--- src/cpu_pkg.sv ---
/*
 * CPU shared definitions
 * width types, MIPS opcode and function encodings,
 * and the state encodings of the fetch and execute FSMs
 */

package cpu_pkg;

	// byte address
	typedef logic [31:0] addr_t;
	// instruction or data word
	typedef logic [31:0] word_t;
	// register number
	typedef logic [4:0] regno_t;

	// program counter step
	localparam addr_t INSTR_SIZE = 32'd4;

	// primary opcodes, bits 31:26
	localparam logic [5:0] OP_SPECIAL = 6'h00;
	localparam logic [5:0] OP_ADDIU   = 6'h09;
	localparam logic [5:0] OP_BEQ     = 6'h04;
	localparam logic [5:0] OP_BNE     = 6'h05;
	localparam logic [5:0] OP_SW      = 6'h2b;

	// function field of special ops, bits 5:0
	localparam logic [5:0] FN_ADDU = 6'h21;
	localparam logic [5:0] FN_SUBU = 6'h23;
	localparam logic [5:0] FN_AND  = 6'h24;
	localparam logic [5:0] FN_OR   = 6'h25;
	localparam logic [5:0] FN_XOR  = 6'h26;

	// fetch FSM
	typedef enum logic {
		IF_IDLE,
		IF_WAIT
	} ifu_state_t;

	// execute FSM
	typedef enum logic {
		EX_RUN,
		EX_STORE
	} ex_state_t;

endpackage
--- src/instr_if.sv ---
/*
 * Instruction stream interface
 * fetch unit pushes tagged words into the queue,
 * execute unit pops them and may flush and redirect fetch
 */

`timescale 1ns/1ps

interface instr_if import cpu_pkg::*; ();
	// push side
	logic  push;
	word_t push_instr;
	addr_t push_pc;
	logic  full;
	// pop side, oldest entry
	logic  pop;
	logic  pop_valid;
	word_t pop_instr;
	addr_t pop_pc;
	// taken branch
	logic  flush;
	addr_t redirect_pc;

	modport fetch (output push, push_instr, push_pc, input full, flush, redirect_pc);
	modport queue (input push, push_instr, push_pc, pop, flush,
		output full, pop_valid, pop_instr, pop_pc);
	modport exec (output pop, flush, redirect_pc, input pop_valid, pop_instr, pop_pc);
endinterface

--- src/cpu_top.sv ---
/*
 * CPU top level
 * connects fetch unit, instruction queue and execute unit,
 * exposes the instruction and data ports
 */

`timescale 1ns/1ps

module cpu_top import cpu_pkg::*; #(
	parameter addr_t RESET_ADDR  = '0,
	parameter int    QUEUE_DEPTH = 4
) (
	input  logic       clk,
	input  logic       nrst,
	// instruction port
	output addr_t      o_IAddr,
	output logic       o_IRdC,
	input  word_t      i_IData,
	input  logic       i_IRdy,
	// data port
	output addr_t      o_DAddr,
	output logic       o_DCmd,
	output logic       o_DRnW,
	output logic [3:0] o_DBen,
	output word_t      o_DData,
	input  logic       i_DRdy
);

// instruction stream between the units
instr_if iq ();

// fetch
ifu #(
	.RESET_ADDR(RESET_ADDR)
) ifu0 (
	.clk(clk),
	.nrst(nrst),
	.i_IData(i_IData),
	.i_IRdy(i_IRdy),
	.o_IAddr(o_IAddr),
	.o_IRdC(o_IRdC),
	.fq(iq.fetch)
);

// buffer
instr_queue #(
	.QUEUE_DEPTH(QUEUE_DEPTH)
) queue0 (
	.clk(clk),
	.nrst(nrst),
	.q(iq.queue)
);

// execute and store
exec_unit exec0 (
	.clk(clk),
	.nrst(nrst),
	.eq(iq.exec),
	.o_DAddr(o_DAddr),
	.o_DCmd(o_DCmd),
	.o_DRnW(o_DRnW),
	.o_DBen(o_DBen),
	.o_DData(o_DData),
	.i_DRdy(i_DRdy)
);

endmodule

--- src/exec_unit.sv ---
/*
 * Execute unit
 * decodes the popped instruction, reads and writes the register file,
 * computes ALU results, resolves branches and issues word stores
 */

`timescale 1ns/1ps

module exec_unit import cpu_pkg::*; (
	input  logic       clk,
	input  logic       nrst,
	instr_if.exec      eq,
	output addr_t      o_DAddr,
	output logic       o_DCmd,
	output logic       o_DRnW,
	output logic [3:0] o_DBen,
	output word_t      o_DData,
	input  logic       i_DRdy
);

ex_state_t state;

// register file, entry 0 never written
word_t regs [32];

// instruction fields
logic [5:0] op;
logic [5:0] fn;
regno_t     rs;
regno_t     rt;
regno_t     rd;
word_t      simm;

word_t rs_val;
word_t rt_val;

// decode results
logic   fire;
logic   wr_en;
regno_t wr_reg;
word_t  wr_val;
logic   taken;
logic   is_sw;

// payload of the pending store
addr_t st_addr;
word_t st_data;

assign op = eq.pop_instr[31:26];
assign rs = eq.pop_instr[25:21];
assign rt = eq.pop_instr[20:16];
assign rd = eq.pop_instr[15:11];
assign fn = eq.pop_instr[5:0];
assign simm = {{16{eq.pop_instr[15]}}, eq.pop_instr[15:0]};

// register 0 reads zero
assign rs_val = (rs == '0) ? '0 : regs[rs];
assign rt_val = (rt == '0) ? '0 : regs[rt];

// consume only while not holding a store
assign fire = (state == EX_RUN) && eq.pop_valid;
assign eq.pop = fire;

// decode and ALU
always_comb
begin
	wr_en = 1'b0;
	wr_reg = rd;
	wr_val = '0;
	taken = 1'b0;
	is_sw = 1'b0;
	case (op)
	OP_SPECIAL:
	begin
		wr_en = 1'b1;
		case (fn)
		FN_ADDU: wr_val = rs_val + rt_val;
		FN_SUBU: wr_val = rs_val - rt_val;
		FN_AND:  wr_val = rs_val & rt_val;
		FN_OR:   wr_val = rs_val | rt_val;
		FN_XOR:  wr_val = rs_val ^ rt_val;
		// unknown function is a nop
		default: wr_en = 1'b0;
		endcase
	end
	OP_ADDIU:
	begin
		wr_en = 1'b1;
		wr_reg = rt;
		wr_val = rs_val + simm;
	end
	OP_BEQ: taken = (rs_val == rt_val);
	OP_BNE: taken = (rs_val != rt_val);
	OP_SW:  is_sw = 1'b1;
	default: wr_en = 1'b0;
	endcase
end

// no delay slot, target relative to the next word
assign eq.flush = fire && taken;
assign eq.redirect_pc = eq.pop_pc + INSTR_SIZE + {simm[29:0], 2'b00};

// write back at the pop edge
always_ff @(posedge clk)
begin
	if (fire && wr_en && wr_reg != '0)
		regs[wr_reg] <= wr_val;
end

// store FSM
always_ff @(posedge clk or negedge nrst)
begin
	if (!nrst)
		state <= EX_RUN;
	else if (state == EX_RUN)
	begin
		if (fire && is_sw)
			state <= EX_STORE;
	end
	else if (i_DRdy)
		state <= EX_RUN;
end

// address and data latched when the store pops
always_ff @(posedge clk)
begin
	if (fire && is_sw)
	begin
		st_addr <= rs_val + simm;
		st_data <= rt_val;
	end
end

// data port, word writes only
assign o_DCmd = (state == EX_STORE);
assign o_DRnW = 1'b0;
assign o_DBen = 4'hf;
assign o_DAddr = st_addr;
assign o_DData = st_data;

endmodule

--- src/instr_queue.sv ---
/*
 * Instruction queue
 * circular buffer of instruction and PC pairs,
 * oldest entry shown combinationally, flush empties it
 */

`timescale 1ns/1ps

module instr_queue import cpu_pkg::*; #(
	parameter int QUEUE_DEPTH = 4
) (
	input  logic   clk,
	input  logic   nrst,
	instr_if.queue q
);

localparam int PTR_W = $clog2(QUEUE_DEPTH);

// storage
word_t instr_mem [QUEUE_DEPTH];
addr_t pc_mem [QUEUE_DEPTH];

// pointers wrap on their own, depth is a power of two
logic [PTR_W-1:0] wr_ptr;
logic [PTR_W-1:0] rd_ptr;
logic [PTR_W:0]   count;

logic do_push;
logic do_pop;

assign q.full = (count == (PTR_W+1)'(QUEUE_DEPTH));
assign q.pop_valid = (count != '0);
assign q.pop_instr = instr_mem[rd_ptr];
assign q.pop_pc = pc_mem[rd_ptr];

assign do_push = q.push && !q.full;
assign do_pop = q.pop && q.pop_valid;

// pointers and occupancy
always_ff @(posedge clk or negedge nrst)
begin
	if (!nrst)
	begin
		wr_ptr <= '0;
		rd_ptr <= '0;
		count <= '0;
	end
	else if (q.flush)
	begin
		// flush wins over a push in the same cycle
		wr_ptr <= '0;
		rd_ptr <= '0;
		count <= '0;
	end
	else
	begin
		if (do_push)
			wr_ptr <= wr_ptr + 1'b1;
		if (do_pop)
			rd_ptr <= rd_ptr + 1'b1;
		case ({do_push, do_pop})
		2'b10: count <= count + 1'b1;
		2'b01: count <= count - 1'b1;
		default: count <= count;
		endcase
	end
end

// entry write
always_ff @(posedge clk)
begin
	if (do_push && !q.flush)
	begin
		instr_mem[wr_ptr] <= q.push_instr;
		pc_mem[wr_ptr] <= q.push_pc;
	end
end

endmodule

--- src/ifu.sv ---
/*
 * Instruction fetch unit
 * sequences the fetch PC, issues one read at a time on the
 * instruction port and pushes returned words into the queue
 */

`timescale 1ns/1ps

module ifu import cpu_pkg::*; #(
	parameter addr_t RESET_ADDR = '0
) (
	input  logic       clk,
	input  logic       nrst,
	input  word_t      i_IData,
	input  logic       i_IRdy,
	output addr_t      o_IAddr,
	output logic       o_IRdC,
	instr_if.fetch     fq
);

ifu_state_t state;
// address of current or next request
addr_t pc;
// target saved from a flush during a request
addr_t redir_pc;
// word in flight belongs to a flushed path
logic drop;

// request held stable for the whole bus cycle
assign o_IAddr = pc;
assign o_IRdC = (state == IF_WAIT);

// push in the ready cycle, unless already flushed
assign fq.push = (state == IF_WAIT) && i_IRdy && !drop;
assign fq.push_instr = i_IData;
assign fq.push_pc = pc;

// fetch FSM and PC
always_ff @(posedge clk or negedge nrst)
begin
	if (!nrst)
	begin
		state <= IF_IDLE;
		pc <= RESET_ADDR;
		drop <= 1'b0;
	end
	else
	begin
		case (state)
		IF_IDLE:
		begin
			// nothing outstanding, take the new target now
			if (fq.flush)
				pc <= fq.redirect_pc;
			else if (!fq.full)
				state <= IF_WAIT;
		end
		IF_WAIT:
		begin
			if (i_IRdy)
			begin
				state <= IF_IDLE;
				drop <= 1'b0;
				// flush this cycle also discards the word in the queue
				if (fq.flush)
					pc <= fq.redirect_pc;
				else if (drop)
					pc <= redir_pc;
				else
					pc <= pc + INSTR_SIZE;
			end
			else if (fq.flush)
				drop <= 1'b1;
		end
		default:
			state <= IF_IDLE;
		endcase
	end
end

// redirect target, only meaningful while drop is set
always_ff @(posedge clk)
begin
	if (fq.flush)
		redir_pc <= fq.redirect_pc;
end

endmodule

--- config.mk ---
export PLATFORM = sky130hd
export DESIGN_NAME = cpu_top
export DESIGN_NICKNAME = d
export VERILOG_FILES = /design/src/cpu_pkg.sv /design/src/instr_if.sv /design/src/cpu_top.sv /design/src/exec_unit.sv /design/src/instr_queue.sv /design/src/ifu.sv
export SDC_FILE = /design/constraint.sdc
export NUM_CORES = 2
export LEC_CHECK = 0
export BUFFER_PORTS_ARGS = -buffer_cell sky130_fd_sc_hd__buf_2
export CORE_MARGIN = 8
export CORE_UTILIZATION = 50
export CTS_CLUSTER_SIZE = 24
export DETAILED_ROUTE_END_ITERATION = 8
export PLACE_DENSITY = 0.68
export SKIP_CTS_REPAIR_TIMING = 1
export SLEW_MARGIN = 20
export SYNTH_ARGS = -nofsm -noshare
export SYNTH_HDL_FRONTEND = slang
export SYNTH_SLANG_ARGS = --single-unit
--- constraint.sdc ---
create_clock -name clk -period 10.95 [get_ports clk]
set_input_delay 2.7375 -clock clk [delete_from_list [all_inputs] [get_ports clk]]
set_output_delay 2.7375 -clock clk [all_outputs]
set_load 0.1 [all_outputs]
### Word level (Yosys, flattened, before mapping)

Memories as Yosys holds them, arrays and structs flattened.
Index checks and enable logic that the tools add are counted.

| word-level totals | value |
|---|---|
| register bits after elaboration | 138 |
| bits in latches | 0 |
| memory bits (writable) | 1280 |
| bits in read-only memories | 0 |
| input port bits | 36 |
| word-level logic and storage cells | 102 |
| memories kept | 3 |

| operators by class | value |
|---|---|
| $add $sub $neg | 10 |
| multipliers | 0 |
| divide/modulo/power cells | 0 |
| $lt $le $gt $ge | 0 |
| eq/ne operators | 16 |
| shift operators | 0 |
| muxes and demuxes | 33 |
| bitwise logic cells | 5 |
| reductions and logical operators | 25 |

Memory list:

| memory | depth | width | read ports | clocked after Yosys merged registers in | write ports | line | source |
|---|---|---|---|---|---|---|---|
| exec0.regs | 32 | 32 | 2 | 0 | 1 | exec_unit.sv:24 | `word_t regs [32];` |
| queue0.instr_mem | 4 | 32 | 1 | 0 | 1 | instr_queue.sv:20 | `word_t instr_mem [QUEUE_DEPTH];` |
| queue0.pc_mem | 4 | 32 | 1 | 0 | 1 | instr_queue.sv:21 | `addr_t pc_mem [QUEUE_DEPTH];` |

Operator list:

| cell | number |
|---|---|
| 2-to-1 mux 32 bit | 6 |
| one-hot mux 32 bit (5 select lines) | 1 |
| one-hot mux 32 bit (2 select lines) | 2 |
| adder 32 bit | 3 |
| adder 32 x 3 -> 32 bit (second input constant) | 2 |
| == test 6 bit (second input constant) | 6 |
| bitwise AND 32 bit | 1 |
| == test 32 bit | 1 |
| inequality test 32 bit | 1 |
| OR 32 bit | 1 |
| subtractor 32 bit | 1 |
| bitwise XOR 32 bit | 1 |
| 2-to-1 mux 1 bit | 14 |
| == test 6 x 3 -> 1 bit (second input constant) | 2 |
| logical AND 1 bit | 10 |
| logical NOT 5 bit | 2 |
| 2-to-1 mux 2 bit | 4 |
| == test 6 x 4 -> 1 bit (second input constant) | 1 |
| logical NOT 6 bit | 1 |
| one-hot mux 1 bit (2 select lines) | 3 |
| one-hot mux 3 bit (2 select lines) | 1 |
| nonzero test 2 bit | 3 |
| nonzero test 3 bit | 2 |
| 2-to-1 mux 5 bit | 1 |
| 14 further kinds | 19 |

### Longest topological paths before layout

An unclocked memory read counts as a cell.

| logic depth | value |
|---|---|
| word-level depth | 10 |
| gate-level depth with buffers | 29 |
| gate-level depth less buffers | 22 |

### Cells and area by module

A second synthesis with hierarchy kept.

| unflattened totals | value |
|---|---|
| cell total of the unflattened synthesis | 4199 |
| area total of the unflattened synthesis | 71222.1 sq um |

By module, submodules not included:

| module | times used | cells an instance | area an instance (sq um) | seq. area each (sq um) |
|---|---|---|---|---|
| exec_unit | 1 | 3414 | 57576.5 | 32696.4 |
| instr_queue | 1 | 400 | 9819.4 | 7862.5 |
| ifu | 1 | 385 | 3826.2 | 1811.7 |

### Least setup slack after synthesis

Ideal clock, no wire load.

| timing path | value |
|---|---|
| path type | register -> register |
| start | reg queue0.rd_ptr[0] |
| end | reg exec0.st_addr[0] (netlist: exec0.o_DAddr[0]), enable pin |
| library setup time | 0.647 ns |
| arrival | 7.807 ns |
| path slack | 2.496 ns |
| cell stages (with the launch flop) | 7 |
| buffers on the path | 3 |
| period minus slack after synthesis | 8.454 ns |
| cell sequence | dfrtp_1 > buf_6 > buf_4 > buf_4 > mux4_2 > nand3b_1 > nor4_1 |

| on the way | value |
|---|---|
| cells in the longest elaborated chain, start to end | 4 |

RTL lines:

| item | line | source |
|---|---|---|
| start: declaration | instr_queue.sv:25 | `logic [PTR_W-1:0] rd_ptr;` |
| start signal: assignment | instr_queue.sv:60 | `rd_ptr <= rd_ptr + 1'b1;` |
| memory read (4 x 32 bit) | n/a |  |
| == test 6 bit | exec_unit.sv:72 | `case (op)` |
| 2-to-1 mux 1 bit | exec_unit.sv:72 |  |
| logical AND 1 bit | exec_unit.sv:127 | `if (fire && is_sw)` |
| end signal: assignment | exec_unit.sv:129 | `st_addr <= rs_val + simm;` |
| end: declaration | exec_unit.sv:46 | `addr_t st_addr;` |

Every way passes these cells.
A chain may end at the register's enable or synchronous reset.

### Worst setup path in the final report

| timing path | value |
|---|---|
| start | reg queue0.rd_ptr[1] |
| end | mem exec0.regs[4][29] (netlist name), data pin |

| on the way | value |
|---|---|
| cells in the longest elaborated chain, start to end | 6 |
| elaborated cells between the ends (all ways) | 21 |
| those cells by class | add/sub: 3; eq/ne: 6; mux: 4; bitwise: 3; reduce/logical: 3; memory: 2 |

RTL lines:

| item | line | source |
|---|---|---|
| memory read (4 x 32 bit) (*) | n/a |  |
| memory read (32 x 32 bit), or another cell as far along | n/a |  |
| 2-to-1 mux 32 bit (on tied branches) | exec_unit.sv:57, exec_unit.sv:58 |  |
| subtractor 32 bit, or another cell as far along | exec_unit.sv:78 | `FN_SUBU: wr_val = rs_val - rt_val;` |
| one-hot mux 32 bit (5 select lines) | exec_unit.sv:76 | `case (fn)` |
| one-hot mux 32 bit (2 select lines) (*) | exec_unit.sv:72 |  |
| via exec0.wr_val[29] | exec_unit.sv:41 | `word_t wr_val;` |
| end: declaration | exec_unit.sv:24 |  |

The timed path passes the listed nets; every way through them passes the cells marked *.

==> reports/qor.csv <==
stage,metric,value,unit
sta,max-slew violations,0,
final_layout,filler instances,10594,
synth,Synthesis Warnings,0,
cts,Worst-Skew Late Latency,0.80,ns
synth,multiplexer share of the synthesized area,0.227,
worst_setup_path,Worst EP required,11.37,ns
synth,"Top FF cell, synth",edfxtp_1,
synth,Post-Synth Adder-Cell Area,0.0341,
floorplanning,Die W,392,microns
global_route,first-pass GRT wire length,298,mm
synth,xor and xnor area share after synthesis,0.0144,
synth,"area leader, netlist",edfxtp_1,
sta,worst clock skew,0.0400,ns
synth,Post-synth ARST share,0.0297,
synth,Syn Std Cell Area,0.0705,sq mm
cts,Num CTS Buffers,150,
sta,Slew headroom,0.242,
synth,Synth Area in Compound Gates,0.0568,
synth,Yosys reg bits,1416,
sta,RSZ-0062 raised after global routing,false,
global_route,vias in the first global route,42622,
final_layout,layout cells sized above 1,0.274,
detailed_routing,"antenna viol nets, final",0,
detailed_routing,drt first pass iters,8,
global_route,largest net degree at the start of global routing,116,
sta,final setup vio count,0,
detailed_routing,WL/cell,32.2,microns
sta,Setup TNS,0,ns
cts,clk buf depth,3,
sta,final-report hold violation count,0,
final_layout,nets@finish,4623,
worst_setup_path,slowest CP cell,mux4_4,
placement,Detail Placement HPWL,127,mm
run_status,status,completed,
final_layout,"commonest non-fill, non-tap cells in the layout","1,374 x edfxtp_1, 649 x mux4_2, 257 x nand2_1",
flow_run,Max-Cap Viols,0,
worst_setup_path,Critical Path End Type,flop,
synth,Synth Area in Simple Gates,0.0452,
synth,Synth Instances,4231,
sta,Max Clock Freq,0.110,GHz
cts,"Reg clk slew, reported paths",0.06,ns
global_route,GRT overflow,0,
placement,I/O Buffers,133,
synth,Post-synth EDFFs,1374,
cts,Root Driver,clkbuf_16,
synth,largest family of logic cells by synthesized area,multiplexers,
final_layout,synth-to-layout area growth,12.0,%
synth,synth top area cells,"edfxtp_1 59%, mux4_2 21%, ha_1 3.3%",
placement,RePlAce Congestion,0.957,
worst_setup_path,Worst Setup SP,queue0.rd_ptr[1],
worst_setup_path,WP buf/inv,1,
global_route,initial antenna violation count,12,
worst_setup_path,critical path class,reg2reg,
floorplanning,row count,137,
detailed_routing,WL final,206,mm
floorplanning,IO Pins,139,
worst_setup_path,CP arrival,9.48,ns
floorplanning,Die ar.,0.153,sq mm
min_path,Hold Path Class,reg2reg,
floorplanning,Die Span Y,392,microns
worst_setup_path,CP max stage delay,0.99,ns
cts,CTS tree,done,
detailed_routing,Vias,42811,
cts,H-tree depth,4,
worst_setup_path,Crit Path Max Fanout,48,
min_path,HP Start,exec0.o_DCmd,
worst_setup_path,Startpoint Class,flop,
synth,Yosys top cell area share,0.585,
final_layout,"most common cell after layout, fill and taps aside",edfxtp_1,
floorplanning,Initial Util,0.505,
synth,sequential element share of the synthesized area,0.600,
worst_setup_path,CP Cell Sequence,mux4_4 > buf_4 > mux4_2 > mux4_2 > nand2_1 > a21oi_1 > ha_1 > nand4_1 > or2_2 > a211oi_1 > o41ai_1 > o211ai_1 > nand3_1 > o21ai_0 > or3_1 > nand4_1 > mux2i_1 > o221ai_1 > a22o_1,
floorplanning,core area,0.140,sq mm
synth,synth unique cells,91,
sta,crit share post-route,0.828,
global_route,GRT Total Usage,0.267,
detailed_routing,DR iter-0 viols,5738,
worst_setup_path,crit-path leading delay family,compound AO/OA/AOI/OAI gates,
sta,worst-margin pin slew,1.13,ns
detailed_routing,DRC viols,0,
detailed_routing,Via density,6.69,
sta,Period minus WS final,9.06,ns
worst_setup_path,worst reg2reg startpoint,queue0.rd_ptr[1],
cts,clk sinks,1416,
synth,syn_area_per_cell,16.7,sq um
-- layer usage --
layer	vias up	global-route usage	share of wire	wire, microns
met5	-	0	0	0
met4	0	0.101	0.041	8430
met3	470	0.0566	0.11	22200
met2	2555	0.417	0.47	96000
met1	22253	0.371	0.39	79600
li1	17533	-	-	-
-- worst paths after layout --
check,end,slack [ns],cells past startpoint
max reg2reg,exec0.regs[4][29],1.89,19
min reg2reg,exec0.o_DCmd,0.53,1
min in group asynchronous,ifu0.fq.push_pc[16],2.06,2
max in group asynchronous,queue0.rd_ptr[1],8.39,2
min,exec0.o_DCmd,0.53,1
max,exec0.regs[4][29],1.89,19
-- cell families after synthesis --
family	count (synthesis)
adders and majority gates	189
xor gates and xnor gates	116
buffers and inverters	384
other	2
AOI/OAI and AO/OA	640
and+or+nand+nor	707
muxes	777
DFF	1416
-- synth_stat cells, drive strengths merged (7+ instances only) --
library cell	n
inv	124
dfrtp	42
nor2b	12
xnor2	76
a221o	8
or2	9
a21oi	249
nand2	258
nor2	230
o21a	8
and2	7
edfxtp	1374
a21o	69
mux2i	105
o31ai	7
ha	184
clkbuf	140
a31oi	19
buf	118
mux4	655
xor2	40
o211ai	10
o21ai	119
a22oi	28
nand3	38
nand3b	7
and3	13
or3	16
mux2	17
nand4	23
a211oi	18
o22ai	26
o21bai	21
nor3	37
nand2b	26
nor4	14
-- area by class of cell --
class                           count  area [sq um]  share of cell area
Antenna cell                        3          7.51           0.0000950
Clock buffer                      179          3920              0.0497
Clock inverter                     96          1020              0.0129
Inverter                          126           473             0.00599
Multi-Input combinational cell   2464         27300               0.345
Sequential cell                  1416         42300               0.536
Tap cell                         1876          2350              0.0297
Timing Repair Buffer              240          1630              0.0207
-- sequential cells by signal (all words and copies together), names as in the netlist, 3 cells and up --
register,cells
ifu0.fq.push_pc,32
exec0.regs,1022
exec0.o_DAddr,32
ifu0.redir_pc,32
queue0.count,3
queue0.instr_mem,128
exec0.o_DData,32
queue0.pc_mem,128
-- stage by stage --
step                      hold WS, ns  area (sq um)  std cells  utilization  worst slack, ns
final                           0.529         79000       6400        0.565             1.89
after global routing            0.553         79000       6399        0.565             1.56
after global placement          0.522         73900       6120        0.529             2.24
after CTS                       0.535         78900       6395        0.564             2.14
after detailed placement        0.521         73900       6120        0.529             2.20
after floorplan                 0.524         70600       4264            -             2.50
Power is left out: the tool's default activity adds up to more than one toggle a clock period on the data nets, which glitch-free logic cannot reach.
